[src/exu_settings.svh]
// widths and thresholds shared by the execution units and the testbench
// pulled in with `include wherever one of these values is needed
`ifndef EXU_SETTINGS_SVH
`define EXU_SETTINGS_SVH

// instruction id width on every result bus
`define EXU_TID_WIDTH 8
// cycles the lsu waits for an icb response
`define EXU_DBUS_TIMEOUT_TH 16
// restoring steps per divide, one per quotient bit
`define EXU_DIV_ITER 33

`endif
[src/exu_pkg.sv]
// opcodes, access types, error codes and fsm states of the execution units
// imported by the units, the testbench and the bound assertions
package exu_pkg;

	typedef enum logic [3:0] {
		alu_op_add  = 4'd0,
		alu_op_sub  = 4'd1,
		alu_op_sll  = 4'd2,
		alu_op_slt  = 4'd3,
		alu_op_sltu = 4'd4,
		alu_op_xor  = 4'd5,
		alu_op_srl  = 4'd6,
		alu_op_sra  = 4'd7,
		alu_op_or   = 4'd8,
		alu_op_and  = 4'd9,
		alu_op_beq  = 4'd10, // branch compares from here on
		alu_op_bne  = 4'd11,
		alu_op_blt  = 4'd12,
		alu_op_bge  = 4'd13,
		alu_op_bltu = 4'd14,
		alu_op_bgeu = 4'd15
	} alu_op_e;

	// bit 2 marks the unsigned loads
	typedef enum logic [2:0] {
		ls_byte   = 3'b000,
		ls_half   = 3'b001,
		ls_word   = 3'b010,
		ls_byte_u = 3'b100,
		ls_half_u = 3'b101
	} ls_type_e;

	typedef enum logic [2:0] {
		err_normal       = 3'd0,
		err_rd_unaligned = 3'd1,
		err_wt_unaligned = 3'd2,
		err_rd_failed    = 3'd3, // bus error or timeout on a load
		err_wt_failed    = 3'd4  // bus error or timeout on a store
	} fu_err_e;

	typedef enum logic [1:0] {lsu_idle, lsu_cmd, lsu_rsp, lsu_done} lsu_state_e;

	typedef enum logic [1:0] {div_idle, div_run, div_done} div_state_e;

endpackage

[src/exu_fu_res_if.sv]
// result return bundle of one execution unit
// the unit drives it through src, the top level reads it through dst
`timescale 1ns/10ps
`include "exu_settings.svh"

interface exu_fu_res_if;
	import exu_pkg::*;

	logic vld; // one cycle pulse, never stalled
	logic [`EXU_TID_WIDTH-1:0] tid; // instruction id of the result
	logic [31:0] data; // result, or access address on an lsu error
	fu_err_e err;

	modport src (output vld, output tid, output data, output err);
	modport dst (input vld, input tid, input data, input err);

endinterface

[src/exu_func_units.sv]
// execution unit group top with alu, lsu and divider
// results leave on flat buses, bit 0 alu, bit 1 lsu, bit 2 divider
`timescale 1ns/10ps
`include "exu_settings.svh"

module exu_func_units (
	input logic aclk,
	input logic reset,
	input exu_pkg::alu_op_e s_alu_op_mode,
	input logic [31:0] s_alu_op1,
	input logic [31:0] s_alu_op2,
	input logic [`EXU_TID_WIDTH-1:0] s_alu_tid,
	input logic s_alu_use_res,
	input logic s_alu_valid,
	output logic m_alu_brc_cond_res,
	input logic s_lsu_ls_sel,
	input exu_pkg::ls_type_e s_lsu_ls_type,
	input logic [31:0] s_lsu_ls_din,
	input logic [`EXU_TID_WIDTH-1:0] s_lsu_inst_id,
	input logic s_lsu_valid,
	output logic s_lsu_ready,
	input logic signed [32:0] s_div_op_a,
	input logic signed [32:0] s_div_op_b,
	input logic s_div_rem_sel,
	input logic [`EXU_TID_WIDTH-1:0] s_div_inst_id,
	input logic s_div_valid,
	output logic s_div_ready,
	output logic [2:0] fu_res_vld,
	output logic [3*`EXU_TID_WIDTH-1:0] fu_res_tid,
	output logic [3*32-1:0] fu_res_data,
	output logic [3*3-1:0] fu_res_err,
	output logic [31:0] m_icb_cmd_addr,
	output logic m_icb_cmd_read,
	output logic [31:0] m_icb_cmd_wdata,
	output logic [3:0] m_icb_cmd_wmask,
	output logic m_icb_cmd_valid,
	input logic m_icb_cmd_ready,
	input logic [31:0] m_icb_rsp_rdata,
	input logic m_icb_rsp_err,
	input logic m_icb_rsp_valid,
	output logic m_icb_rsp_ready,
	output logic dbus_timeout // sticky data bus timeout
);

	logic [31:0] alu_ls_addr; // lsu address comes from the alu adder

	exu_fu_res_if alu_res();
	exu_fu_res_if lsu_res();
	exu_fu_res_if div_res();

	exu_alu alu_u (
		.op_mode(s_alu_op_mode), .op1(s_alu_op1), .op2(s_alu_op2), .tid(s_alu_tid),
		.use_res(s_alu_use_res), .valid(s_alu_valid), .res(alu_res.src),
		.brc_cond_res(m_alu_brc_cond_res), .ls_addr(alu_ls_addr)
	);

	exu_lsu lsu_u (
		.aclk(aclk), .reset(reset), .ls_sel(s_lsu_ls_sel), .ls_type(s_lsu_ls_type),
		.ls_addr(alu_ls_addr), .ls_din(s_lsu_ls_din), .tid(s_lsu_inst_id),
		.req_valid(s_lsu_valid), .req_ready(s_lsu_ready),
		.m_icb_cmd_addr(m_icb_cmd_addr), .m_icb_cmd_read(m_icb_cmd_read),
		.m_icb_cmd_wdata(m_icb_cmd_wdata), .m_icb_cmd_wmask(m_icb_cmd_wmask),
		.m_icb_cmd_valid(m_icb_cmd_valid), .m_icb_cmd_ready(m_icb_cmd_ready),
		.m_icb_rsp_rdata(m_icb_rsp_rdata), .m_icb_rsp_err(m_icb_rsp_err),
		.m_icb_rsp_valid(m_icb_rsp_valid), .m_icb_rsp_ready(m_icb_rsp_ready),
		.res(lsu_res.src), .dbus_timeout(dbus_timeout)
	);

	exu_divider divider_u (
		.aclk(aclk), .reset(reset), .op_a(s_div_op_a), .op_b(s_div_op_b),
		.rem_sel(s_div_rem_sel), .tid(s_div_inst_id), .req_valid(s_div_valid),
		.req_ready(s_div_ready), .res(div_res.src)
	);

	assign fu_res_vld = {div_res.vld, lsu_res.vld, alu_res.vld};
	assign fu_res_tid = {div_res.tid, lsu_res.tid, alu_res.tid};
	assign fu_res_data = {div_res.data, lsu_res.data, alu_res.data}; // lsu gives address on error
	assign fu_res_err = {div_res.err, lsu_res.err, alu_res.err};

endmodule

[src/exu_divider.sv]
// iterative signed restoring divider for div and rem
// takes 33-bit sign-extended operands, result pulses 34 cycles after accept
`timescale 1ns/10ps
`include "exu_settings.svh"

module exu_divider (
	input logic aclk,
	input logic reset,
	input logic signed [32:0] op_a, // dividend
	input logic signed [32:0] op_b, // divisor
	input logic rem_sel, // 0 quotient, 1 remainder
	input logic [`EXU_TID_WIDTH-1:0] tid,
	input logic req_valid,
	output logic req_ready,
	exu_fu_res_if.src res
);
	import exu_pkg::*;

	localparam int iter_w = $clog2(`EXU_DIV_ITER + 1);

	div_state_e state;
	logic [iter_w-1:0] cnt;
	logic [32:0] dvd_q; // dividend shifts out, quotient shifts in
	logic [32:0] rem_q;
	logic [32:0] dvs_q;
	logic neg_q; // quotient sign, cleared on divide by zero
	logic neg_r; // remainder follows the dividend
	logic rem_sel_q;
	logic [`EXU_TID_WIDTH-1:0] tid_q;
	logic accept;
	logic last;
	logic [33:0] rem_sh;
	logic [34:0] trial;
	logic [32:0] q_fix;
	logic [32:0] r_fix;

	assign req_ready = state == div_idle;
	assign accept = req_valid & req_ready;
	assign last = cnt == iter_w'(`EXU_DIV_ITER);
	assign rem_sh = {rem_q, dvd_q[32]};
	assign trial = {1'b0, rem_sh} - {2'b00, dvs_q}; // msb set means restore

	always_ff @(posedge aclk) begin
		if (reset) begin
			state <= div_idle;
			cnt <= '0;
		end else begin
			case (state)
				div_idle: if (accept) state <= div_run;
				div_run: if (last) state <= div_done;
				default: state <= div_idle; // done lasts one cycle
			endcase
			if (state == div_run)
				cnt <= cnt + 1'b1;
			else
				cnt <= '0;
		end
	end

	always_ff @(posedge aclk) begin
		if (accept) begin
			dvd_q <= op_a[32] ? -op_a : op_a; // magnitudes only
			dvs_q <= op_b[32] ? -op_b : op_b;
			rem_q <= '0;
			neg_q <= (op_a[32] ^ op_b[32]) & (op_b != 33'sd0);
			neg_r <= op_a[32];
			rem_sel_q <= rem_sel;
			tid_q <= tid;
		end else if ((state == div_run) & ~last) begin
			if (trial[34]) begin
				rem_q <= rem_sh[32:0];
				dvd_q <= {dvd_q[31:0], 1'b0};
			end else begin
				rem_q <= trial[32:0];
				dvd_q <= {dvd_q[31:0], 1'b1};
			end
		end
	end

	assign q_fix = neg_q ? -dvd_q : dvd_q;
	assign r_fix = neg_r ? -rem_q : rem_q;

	assign res.vld = state == div_done;
	assign res.tid = tid_q;
	assign res.data = rem_sel_q ? r_fix[31:0] : q_fix[31:0];
	assign res.err = err_normal;

endmodule

[src/exu_lsu.sv]
// single access load/store unit driving the data icb master port
// checks alignment, steers byte lanes and times out a missing response
`timescale 1ns/10ps
`include "exu_settings.svh"

module exu_lsu (
	input logic aclk,
	input logic reset,
	input logic ls_sel, // 0 load, 1 store
	input exu_pkg::ls_type_e ls_type,
	input logic [31:0] ls_addr,
	input logic [31:0] ls_din,
	input logic [`EXU_TID_WIDTH-1:0] tid,
	input logic req_valid,
	output logic req_ready,
	output logic [31:0] m_icb_cmd_addr,
	output logic m_icb_cmd_read,
	output logic [31:0] m_icb_cmd_wdata,
	output logic [3:0] m_icb_cmd_wmask,
	output logic m_icb_cmd_valid,
	input logic m_icb_cmd_ready,
	input logic [31:0] m_icb_rsp_rdata,
	input logic m_icb_rsp_err,
	input logic m_icb_rsp_valid,
	output logic m_icb_rsp_ready,
	exu_fu_res_if.src res,
	output logic dbus_timeout
);
	import exu_pkg::*;

	localparam int to_cnt_w = $clog2(`EXU_DBUS_TIMEOUT_TH + 1);

	lsu_state_e state;
	lsu_state_e state_nxt;
	logic rdy_q; // mirrors state == idle, low right after reset
	logic timeout_q;
	logic [to_cnt_w-1:0] to_cnt;
	logic sel_q;
	ls_type_e type_q;
	logic [31:0] addr_q;
	logic [31:0] din_q;
	logic [`EXU_TID_WIDTH-1:0] tid_q;
	logic [31:0] data_q;
	fu_err_e err_q;
	logic accept;
	logic misalign;
	logic to_expire;
	logic [31:0] rd_sh;
	logic [31:0] ld_ext;
	logic [3:0] wmask;

	assign accept = req_valid & rdy_q;
	assign to_expire = to_cnt == to_cnt_w'(`EXU_DBUS_TIMEOUT_TH - 1);

	always_comb begin
		case (ls_type)
			ls_half, ls_half_u: misalign = ls_addr[0];
			ls_word:            misalign = |ls_addr[1:0];
			default:            misalign = 1'b0; // bytes are always aligned
		endcase
	end

	always_comb begin
		state_nxt = state;
		case (state)
			lsu_idle: begin
				if (accept & misalign)
					state_nxt = lsu_done; // no bus command
				else if (accept)
					state_nxt = lsu_cmd;
			end
			lsu_cmd: if (m_icb_cmd_ready) state_nxt = lsu_rsp;
			lsu_rsp: if (m_icb_rsp_valid | to_expire) state_nxt = lsu_done;
			default: state_nxt = lsu_idle;
		endcase
	end

	always_ff @(posedge aclk) begin
		if (reset) begin
			state <= lsu_idle;
			rdy_q <= 1'b0;
			timeout_q <= 1'b0;
			to_cnt <= '0;
		end else begin
			state <= state_nxt;
			rdy_q <= state_nxt == lsu_idle;
			if ((state == lsu_rsp) & ~m_icb_rsp_valid & to_expire)
				timeout_q <= 1'b1; // sticky until reset
			if (state == lsu_rsp)
				to_cnt <= to_cnt + 1'b1;
			else
				to_cnt <= '0;
		end
	end

	always_ff @(posedge aclk) begin
		if (accept) begin
			sel_q <= ls_sel;
			type_q <= ls_type;
			addr_q <= ls_addr;
			din_q <= ls_din;
			tid_q <= tid;
			data_q <= ls_addr; // kept as result on any error
			if (ls_sel)
				err_q <= err_wt_unaligned;
			else
				err_q <= err_rd_unaligned;
		end else if ((state == lsu_rsp) & m_icb_rsp_valid & ~m_icb_rsp_err) begin
			data_q <= ld_ext;
			err_q <= err_normal;
		end else if ((state == lsu_rsp) & (m_icb_rsp_valid | to_expire)) begin
			if (sel_q)
				err_q <= err_wt_failed;
			else
				err_q <= err_rd_failed;
		end
	end

	// store lanes, data replicated so any lane offset works
	always_comb begin
		case (type_q)
			ls_byte, ls_byte_u: begin
				m_icb_cmd_wdata = {4{din_q[7:0]}};
				wmask = 4'b0001 << addr_q[1:0];
			end
			ls_half, ls_half_u: begin
				m_icb_cmd_wdata = {2{din_q[15:0]}};
				wmask = 4'b0011 << {addr_q[1], 1'b0};
			end
			default: begin
				m_icb_cmd_wdata = din_q;
				wmask = 4'b1111;
			end
		endcase
	end

	// load lane pulled down to bit 0, then extended by type
	assign rd_sh = m_icb_rsp_rdata >> {addr_q[1:0], 3'b000};
	always_comb begin
		case (type_q)
			ls_byte:   ld_ext = {{24{rd_sh[7]}}, rd_sh[7:0]};
			ls_half:   ld_ext = {{16{rd_sh[15]}}, rd_sh[15:0]};
			ls_byte_u: ld_ext = {24'd0, rd_sh[7:0]};
			ls_half_u: ld_ext = {16'd0, rd_sh[15:0]};
			default:   ld_ext = m_icb_rsp_rdata;
		endcase
	end

	assign req_ready = rdy_q;
	assign m_icb_cmd_addr = {addr_q[31:2], 2'b00}; // word aligned bus address
	assign m_icb_cmd_read = ~sel_q;
	assign m_icb_cmd_wmask = sel_q ? wmask : 4'b0000;
	assign m_icb_cmd_valid = state == lsu_cmd;
	assign m_icb_rsp_ready = state == lsu_rsp;
	assign res.vld = state == lsu_done;
	assign res.tid = tid_q;
	assign res.data = data_q;
	assign res.err = err_q;
	assign dbus_timeout = timeout_q;

endmodule

[src/exu_alu.sv]
// combinational rv32i alu with branch compare
// op1+op2 is always on ls_addr as the lsu access address
`timescale 1ns/10ps
`include "exu_settings.svh"

module exu_alu (
	input exu_pkg::alu_op_e op_mode,
	input logic [31:0] op1,
	input logic [31:0] op2,
	input logic [`EXU_TID_WIDTH-1:0] tid,
	input logic use_res,
	input logic valid,
	exu_fu_res_if.src res,
	output logic brc_cond_res,
	output logic [31:0] ls_addr
);
	import exu_pkg::*;

	logic [31:0] sum;
	logic [31:0] diff;
	logic [4:0] shamt;
	logic eq;
	logic lt_s;
	logic lt_u;
	logic [31:0] alu_out;

	assign sum = op1 + op2; // shared by add and the access address
	assign diff = op1 - op2;
	assign shamt = op2[4:0];
	assign eq = op1 == op2;
	assign lt_s = $signed(op1) < $signed(op2);
	assign lt_u = op1 < op2;

	always_comb begin
		case (op_mode)
			alu_op_beq:  brc_cond_res = eq;
			alu_op_bne:  brc_cond_res = ~eq;
			alu_op_blt:  brc_cond_res = lt_s;
			alu_op_bge:  brc_cond_res = ~lt_s;
			alu_op_bltu: brc_cond_res = lt_u;
			alu_op_bgeu: brc_cond_res = ~lt_u;
			default:     brc_cond_res = 1'b0; // not a branch
		endcase
	end

	always_comb begin
		case (op_mode)
			alu_op_add:  alu_out = sum;
			alu_op_sub:  alu_out = diff;
			alu_op_sll:  alu_out = op1 << shamt;
			alu_op_slt:  alu_out = {31'd0, lt_s};
			alu_op_sltu: alu_out = {31'd0, lt_u};
			alu_op_xor:  alu_out = op1 ^ op2;
			alu_op_srl:  alu_out = op1 >> shamt;
			alu_op_sra:  alu_out = $signed(op1) >>> shamt; // arithmetic, keeps sign
			alu_op_or:   alu_out = op1 | op2;
			alu_op_and:  alu_out = op1 & op2;
			default:     alu_out = {31'd0, brc_cond_res}; // branches return the compare
		endcase
	end

	assign ls_addr = sum;
	assign res.vld = valid & use_res; // same cycle, no register
	assign res.tid = tid;
	assign res.data = alu_out;
	assign res.err = err_normal;

endmodule

[config.mk]
export PLATFORM = sky130hd
export DESIGN_NAME = exu_func_units
export DESIGN_NICKNAME = d
export VERILOG_FILES = /design/src/exu_pkg.sv /design/src/exu_fu_res_if.sv /design/src/exu_func_units.sv /design/src/exu_divider.sv /design/src/exu_lsu.sv /design/src/exu_alu.sv
export VERILOG_INCLUDE_DIRS = /design/src
export SDC_FILE = /design/constraint.sdc
export NUM_CORES = 1
export LEC_CHECK = 0
export BUFFER_PORTS_ARGS = -buffer_cell sky130_fd_sc_hd__buf_2
export CAP_MARGIN = 20
export CORE_MARGIN = 2
export CORE_UTILIZATION = 58
export DETAILED_ROUTE_END_ITERATION = 16
export PLACE_DENSITY = 0.83
export SYNTH_ARGS = -nofsm -noshare
export SYNTH_HDL_FRONTEND = slang
export SYNTH_SLANG_ARGS = --single-unit
[constraint.sdc]
create_clock -name aclk -period 5.6 [get_ports aclk]
set_input_delay 0.28 -clock aclk [delete_from_list [all_inputs] [get_ports aclk]]
set_output_delay 0.28 -clock aclk [all_outputs]
set_load 0.02 [all_outputs]
[Yosys cells after proc, flatten, opt, wreduce, memory -nomap -nowiden]
Cells that the tools add are included.
Word-level totals
  register bits after elaboration: 238
  output and inout port bits: 207
  logic and storage cells: 141
Operators by class
  add/sub/neg operators: 9
  magnitude comparators: 2
  equality and inequality tests: 31
  shift-type cells: 6
  mux-type cells: 31
  bitwise gates (word level): 25
  reduce and logical (&&, ||, !) cells: 16
Operators with widths (count)
  32-bit case mux with 10 select lines: 1
  32-bit two-way mux: 6
  33-bit two-way mux: 4
  32-bit case mux with 4 select lines: 1
  33-bit negation: 2
  32-bit < comparator: 2
  32-bit negation: 2
  32-bit case mux with 2 select lines: 1
  34-bit by 33-bit subtractor with 35-bit output: 1
  33-bit nonzero test: 1
  32-bit adder: 1
  32-bit AND: 1
  32-bit equality test: 1
  4-bit equality test (second input constant): 8
  32-bit OR: 1
  32-bit by 5-bit << shifter with 32-bit output: 1
  32-bit by 5-bit right shift with 16-bit output: 1
  32-bit by 5-bit right shift with 32-bit output: 1
  32-bit by 5-bit >>> shifter with 32-bit output: 1
  32-bit subtractor: 1
  32-bit bitwise XOR: 1
  4-bit by 3-bit equality test with 1-bit output (second input constant): 4
  2-bit two-way mux: 7
  3-bit two-way mux: 4
  other kinds (33): 66

[Logic depth before layout (Yosys ltp)]
Gate-level depths: netlist of run 1.
  word-level depth: 7
  depth in mapped cells: 16

[Hierarchy]
A second synthesis of run 1 with hierarchy kept.
Second synthesis, totals
  cell total of the unflattened synthesis: 2797
  area, all modules: 23181.0 sq um
By module, submodules not included
  exu_divider: times used 1, cells each 1065, area each 8981.1 sq um
  exu_alu: times used 1, cells each 1302, area each 8654.6 sq um
  exu_lsu: times used 1, cells each 427, area each 5522.8 sq um
  exu_func_units: times used 1, cells each 3, area each 22.5 sq um

[Worst setup path before layout of run 1]
Ideal clock, no wire load.
  kind: input port to output port
  start: input port s_alu_op2[2]
  end: output port fu_res_data[28]
  arrival time: 4.193 ns
  data required time: 5.320 ns
  slack: 1.127 ns
  stages on the path: 16
  path buffers: 4
  cells stage by stage: clkinv_1 > buf_1 > clkbuf_1 > buf_1 > ha_1 > buf_2 > o21ba_2 > o21ai_0 > a21oi_1 > a211oi_2 > o31ai_1 > o31a_1 > a21oi_2 > o22ai_1 > mux2_2 > or3_1
Between the ends
  cells in the longest elaborated chain, start to end: 2
  elaborated cells on any way between the ends: 6
  classes of those cells: add/sub: 2; shift: 3; mux: 1
Ends and longest elaborated chain
  start, declared: RTL line exu_func_units.sv:11  | input logic [31:0] s_alu_op2,
  32-bit subtractor (tied with other cells): RTL line exu_alu.sv:28  | assign diff = op1 - op2;
  32-bit case mux with 10 select lines *: RTL line exu_alu.sv:47  | case (op_mode)
  end, declared: RTL line exu_func_units.sv:30  | output logic [3*32-1:0] fu_res_data,
Mark *: on every way between the ends. The rest lies on a longest branch, timed or not.

[Worst setup path after layout of run 1]
  start: input port s_alu_op2[0]
  end: output port fu_res_data[24]
Same word-level chain as after synthesis.

==> flow_summary_export.csv, run 1 <==
group,metric,value,unit
yosys,ys_ff_latch,238,
timing,slew_viol_final,0,
yosys,syn_avg_cell_area,8.07,sq um
global_routing,grt_pass1_vias,23272,
global_routing,grt_max_degree,72,
yosys,synth_area_leaders,"edfxtp_1, ha_1, o21ai_0",
timing,timing.final.ws_setup,1.28,ns
finish,stdcell_count,3689,
placed_design,io_buffers,418,
timing,final-hold-violation-count,0,
finish,fin_nets,3528,
timing,setup_viol,0,
timing,clock_skew,0.0382,ns
placed_design,dp_hpwl,68400,microns
global_routing,grt_first_pass_wirelength,135000,microns
yosys,yosys_warnings,0,
route,viasPerCell,6.57,
timing,slew-limit-headroom,0.356,
yosys,synth_top_area_share,0.248,
floorplanning,start_util,0.588,
yosys,yosysTopAreaCell,"edfxtp_1",
timing,fin_crit,4.32,ns
clock_network,clkTransAtPathRegs,0.06,ns
route,wirelength,90700,microns
yosys,syn_inst,2825,
power,peakVddDrop,0.299,mV
finish,drive_gt1_frac,0.178,
clock_network,cts_resized,0,
clock_network,clk_latency,0.58,ns
outcome,outcome,"finished, final reports clean",
yosys,synth_area,22800,sq um
clock_network,tritoncts,"yes",
placed_design,place_inst,3579,
run,maxCapViolCount,0,
clock_network,cts_hold_buf,57,
clock_network,cts_setup_buffers,0,
route,drc,0,
route,avgRoutedWirePerCell,24.6,microns
timing,post-route-period-util,0.771,
route,drtIter0Drc,3129,
clock_network,htreeDepth,1,
global_routing,antenna_found_initial,9,
critical_path,cp_max_fo,61,
power,pwr_density_cell,327,nW/um^2
clock_network,clk_path_buf_depth,3,
yosys,synth_edf_count,188,
placed_design,dp_slack,1.37,ns
floorplanning,fp.dieArea,40900,sq um
timing,clock.fmax,231,MHz
route,first_pass_iters,8,
timing,whs,0.0347,ns
floorplanning,ios,443,
yosys,yosys-top-cells-count,"o21ai_0, nor2_1, nand2_1",
yosys,synth_cell_types,90,
floorplanning,dieHeight,202,microns
power,total_power,8570,uW
floorplanning,coreArea,38700,sq um
global_routing,grt_overflow,0,
route,via_count,24241,
yosys,ys.flop_type,"edfxtp_1",
clock_network,cts_root_buf,"clkbuf_16",
hold_path,hp-class,"in2reg",
floorplanning,fp-row-count,72,
critical_path,endpoint_kind,"output pin",
finish,area_growth,14.9,%
global_routing,grt_usage,0.425,
timing,worstMarginPinSlew,0.966,ns
yosys,yosysSeqAreaShare,0.292,
critical_path,start_kind,"input port",
clock_network,cts_made_buffers,27,
power,p_leak,0.0112,uW
floorplanning,die_x,202,microns
route,final_antenna_net_count,0,
critical_path,worstPathArrival,4.04,ns
placed_design,place.gp.congestion,1.05,
timing,rsz0062_at_grt,"no",
timing,fin_setup_tns,0,ns
finish,fill_cells,3226,
critical_path,cp.required,5.32,ns
yosys,synth.most_common_cell,"o21ai_0",
yosys,async_flop_share,0,
clock_network,cts.sinks,238,
critical_path,criticalPathCategory,"in2out",
critical path, stage by stage:
cell and delay [ns]:
buf_2 0.42, buf_4 0.58, o21ai_0 0.26, a21oi_1 0.42
a21oi_1 0.14, o21ai_0 0.48, o211ai_1 0.26, a2111oi_0 0.62
o31a_1 0.24, o32ai_1 0.10, buf_2 0.20
cells by family after synthesis:
group,after synthesis,share of synthesized area
DFF,238,0.292
adders and majority gates,145,0.0806
and+or+nand+nor,828,0.166
other,1,0.000165
muxes,120,0.0602
xor gates and xnor gates,197,0.0757
AOI/OAI and AO/OA,910,0.251
buffers and inverters,386,0.0746
state kept, by name (all words and copies together) (netlist names), 2 cells and up:
signal             count
divider_u.dvd_q       33
divider_u.dvs_q       33
divider_u.rem_q       33
lsu_u.addr_q          32
lsu_u.din_q           32
lsu_u.res.data        32
divider_u.res.tid      8
lsu_u.res.tid          8
divider_u.cnt          6
lsu_u.to_cnt           5
lsu_u.res.err          3
lsu_u.type_q           3
divider_u.state        2
lsu_u.state            2
power by group:
group	internal, uW	switching, uW	leakage (uW)
Combinational	1550	2650	0.00862
Sequential	2240	350	0.00219
Clock	1010	771	0.000432
Total	4800	3770	0.0112
layout by cell type, fill, tap and decap left out, drive strengths merged, types with 19 or more instances in the layout:
cell type	n
a211oi	32
a21o	34
a21oi	232
a221oi	22
a22oi	19
buf	448
clkbuf	40
dfxtp	50
dlygate4sd3	57
edfxtp	188
ha	142
inv	165
mux2	26
mux2i	83
nand2	273
nand2b	38
nand3	55
nor2	283
nor3	35
nor4	20
o211ai	31
o21ai	296
o21bai	25
o22ai	20
o31ai	48
o41ai	22
or3	29
xnor2	112
xor2	85
metrics by stage:
stage | util | instance area (sq um)
2_1_floorplan | - | 22800
3_3_place_gp | 0.639 | 24700
3_5_place_dp | 0.639 | 24700
4_1_cts | 0.676 | 26200
5_1_grt | 0.676 | 26200
6_report | 0.676 | 26200
layer usage:
metal	vias to the layer above	GRT usage	part of all wire	wire length (microns)
met3	357	0.0782	0.099	9010
met4	12	0.251	0.067	6090
met5	-	0	0.00085	77
met1	11450	0.504	0.36	32400
li1	10823	-	-	-
met2	1599	0.720	0.48	43100
worst paths after layout:
kind	start	endpoint	slack [ns]	cells past startpoint
max	s_alu_op2[0]	fu_res_data[24]	1.28	11
max reg2reg	divider_u.dvs_q[0]	divider_u.rem_q[25]	1.74	11
min	s_div_op_b[11]	divider_u.dvs_q[11]	0.03	2
min reg2reg	lsu_u.to_cnt[0]	lsu_u.to_cnt[0]	0.47	1
layout make-up:
cell class,instances,area [sq um],share of cell area
Inverter,167,628,0.0240
Tap cell,518,648,0.0247
Timing Repair Buffer,505,2890,0.110
Antenna cell,3,7.51,0.000287
Clock buffer,40,774,0.0296
Multi-Input combinational cell,2208,14500,0.554
Clock inverter,10,98.8,0.00377
Sequential cell,238,6650,0.254
(Power assumes the default switching activity.)
==> run 2, diff against run 1 <==
--- a/config.mk
+++ b/config.mk
@@ -6,10 +6,11 @@
 export SDC_FILE = /design/constraint.sdc
 export NUM_CORES = 1
 export LEC_CHECK = 0
+export ABC_AREA = 1
 export BUFFER_PORTS_ARGS = -buffer_cell sky130_fd_sc_hd__buf_2
 export CAP_MARGIN = 20
 export CORE_MARGIN = 2
-export CORE_UTILIZATION = 58
+export CORE_UTILIZATION = 59
 export DETAILED_ROUTE_END_ITERATION = 16
 export PLACE_DENSITY = 0.83
 export SYNTH_ARGS = -nofsm -noshare
==> constraint.sdc (replaced) <==
create_clock -name aclk -period 4.05 [get_ports aclk]
set_input_delay 0.2025 -clock aclk [delete_from_list [all_inputs] [get_ports aclk]]
set_output_delay 0.2025 -clock aclk [all_outputs]
set_load 0.02 [all_outputs]
==> run 2 against run 1 <==
- design area up 11%
- sequential power up 38%
- global-route usage up 3.7 points
- first-iteration DRC count up 40%
- utilization up 0.32 points
- sequential cell count unchanged
- largest cell class unchanged
==> flow_summary_export.csv, run 2 <==
group,metric,value,unit
placed_design,place.gp.congestion,1.07,
yosys,syn_inst,4103,
route,wirelength,108000,microns
finish,final_common_cell,"nand2_1",
finish,fin_nets,4827,
critical_path,reg2reg_from,"lsu_u.addr_q[0]",
timing,final-hold-violation-count,0,
route,wl_met1,38300,microns
clock_network,clk_path_buf_depth,3,
finish,fill_cells,3993,
floorplanning,ios,443,
route,top_layer_used,"met5",
placed_design,dp_hpwl,83800,microns
power,peakVddDrop,0.442,mV
route,wl_met2,49000,microns
global_routing,grt_first_pass_wirelength,159000,microns
yosys,ys_ff_latch,238,
global_routing,grt_pass1_vias,28120,
yosys,async_flop_share,0,
timing,fin_crit,3.30,ns
critical_path,criticalPathCategory,"reg2out",
yosys,synth.most_common_cell,"nand2_1",
outcome,outcome,"finished, final reports clean",
clock_network,clkTransAtPathRegs,0.06,ns
global_routing,grt_overflow,0,
route,avgRoutedWirePerCell,21.5,microns
finish,area_growth,14.0,%
route,first_pass_iters,9,
finish,layout_common_cells,"nand2_1, inv_1, buf_2",
route,viasPerCell,6.06,
finish,reg.largest.list,"divider_u.dvd_q: 33 flops, divider_u.dvs_q: 33 flops, divider_u.rem_q: 33 flops",
timing,whs,0.00758,ns
yosys,synth_edf_count,188,
clock_network,cts.sinks,238,
power,seq_power_share,0.301,
timing,post-route-period-util,0.815,
clock_network,clk_latency,0.56,ns
clock_network,htreeDepth,1,
power,power_frac_clock,0.204,
floorplanning,fp.dieArea,45100,sq um
yosys,yosys_warnings,0,
hold_path,holdPathStages,2,
timing,rsz0062_at_grt,"no",
timing,clock.fmax,303,MHz
power,pwr_density_cell,406,nW/um^2
timing,setup_viol,0,
floorplanning,start_util,0.596,
global_routing,grt_usage,0.463,
hold_path,min_from,"s_div_op_b[18]",
yosys,yosysSeqAreaShare,0.259,
floorplanning,dieHeight,212,microns
clock_network,cts_setup_buffers,0,
hold_path,hp-class,"in2reg",
yosys,synth_area,25600,sq um
critical_path,start_kind,"flip-flop",
yosys,synth_cell_types,60,
global_routing,antenna_found_initial,4,
floorplanning,die_x,212,microns
yosys,synth_area_leaders,"edfxtp_1, nand2_1, nand3_1",
placed_design,io_buffers,418,
finish,multi_input_area,16000,sq um
hold_path,holdPathEnd,"divider_u.dvs_q[18]",
yosys,syn_avg_cell_area,6.25,sq um
critical_path,r2r_end,"lsu_u.res.data[9]",
route,final_antenna_net_count,0,
yosys,yosys-top-cells-count,"nand2_1, inv_1, nand3_1",
route,drtIter0Drc,4389,
yosys,ys.flop_type,"edfxtp_1",
critical_path,cp.required,3.85,ns
yosys,synth_top_area_share,0.220,
run,maxCapViolCount,0,
power,swShare,0.468,
timing,slew-limit-headroom,0.325,
route,via_count,30601,
finish,drive_gt1_frac,0.128,
critical_path,worstPathArrival,3.10,ns
floorplanning,fp-row-count,76,
floorplanning,coreArea,43000,sq um
yosys,yosysTopAreaCell,"edfxtp_1",
critical_path,endpoint_kind,"output pin",
power,combPwrFrac,0.494,
global_routing,grt_max_degree,78,
finish,regArea,6650,sq um
clock_network,cts_made_buffers,26,
critical_path,rr_worst_depth,9,
timing,clock_skew,0.0150,ns
critical_path,r2r_slack,0.97,ns
timing,slew_viol_final,0,
timing,fin_setup_tns,0,ns
route,route.met3.wl,11700,microns
clock_network,tritoncts,"yes",
power,p_switching,5550,uW
clock_network,cts_resized,0,
critical_path,cp_max_fo,6,
route,drc,0,
power,intPower,6300,uW
clock_network,cts_hold_buf,69,
power,p_leak,0.0145,uW
clock_network,cts_root_buf,"clkbuf_16",
timing,worstMarginPinSlew,1.01,ns
[run 2: power by group through the flow]
stage | combinational (uW) | sequential, uW | clock [uW]
2_1_floorplan | 3960 | 3480 | 0
3_3_place_gp | 5470 | 3570 | 0
3_5_place_dp | 5560 | 3570 | 0
4_1_cts | 5650 | 3530 | 2410
5_1_grt | 6370 | 3600 | 2510
6_report | 5860 | 3570 | 2420
[run 2: worst max path at each step]
stage / start / endpoint / slack (ns)
floorplan: lsu_u.req_ready / lsu_u.addr_q[0] / 0.67
global placement: lsu_u.addr_q[0] / lsu_u.res.data[9] / 1.05
detailed placement: lsu_u.addr_q[0] / lsu_u.res.data[9] / 1.10
CTS: divider_u.rem_q[0] / fu_res_data[91] / 0.81
global route: divider_u.rem_q[14] / fu_res_data[91] / 0.52
finish: divider_u.rem_q[0] / fu_res_data[91] / 0.75
[run 2: layout make-up]
type,instances,share of cell area
inverter,495,0.0637
clock buffer,34,0.0269
clock inverter,14,0.00278
multi-input combinational,3157,0.548
timing repair buffer,528,0.106
antenna,2,0.000171
tap,585,0.0251
sequential,238,0.228
[run 2: kinds of logic after synthesis]
family,after synthesis,share of synthesized area
buffers and inverters,715,0.117
and+or+nand+nor,2183,0.363
other,1,0.000146
xor gates and xnor gates,78,0.0267
adders and majority gates,145,0.0717
AOI/OAI and AO/OA,743,0.162
DFF,238,0.259
[run 2: through the flow]
stage	utilization	instances	cell area, sq um	setup WS [ns]	total power [uW]
5_1_grt	0.679	5052	29200	0.517	12500
4_1_cts	0.679	5051	29200	0.807	11600
3_3_place_gp	0.643	4934	27600	1.05	9040
3_5_place_dp	0.643	4934	27600	1.10	9130
2_1_floorplan	-	4110	25600	0.667	7440
6_report	0.679	5053	29200	0.749	11900
[run 2: critical path, stage by stage, from the launching register on]
cell and delay, ns:
dfxtp_1 0.35, inv_1 0.15, nand3_1 0.13, nor3_2 0.24, nand2_1 0.21, nor2_1 0.19, inv_2 0.06, o21ai_2 0.25
a21oi_1 0.10, o21ai_0 0.58, buf_2 0.29
[run 2: per-layer routing]
layer,vias up,global-route usage
met2,2118,0.749
met1,13678,0.539
li1,14210,-
met4,4,0.334
met5,-,0
met3,591,0.106
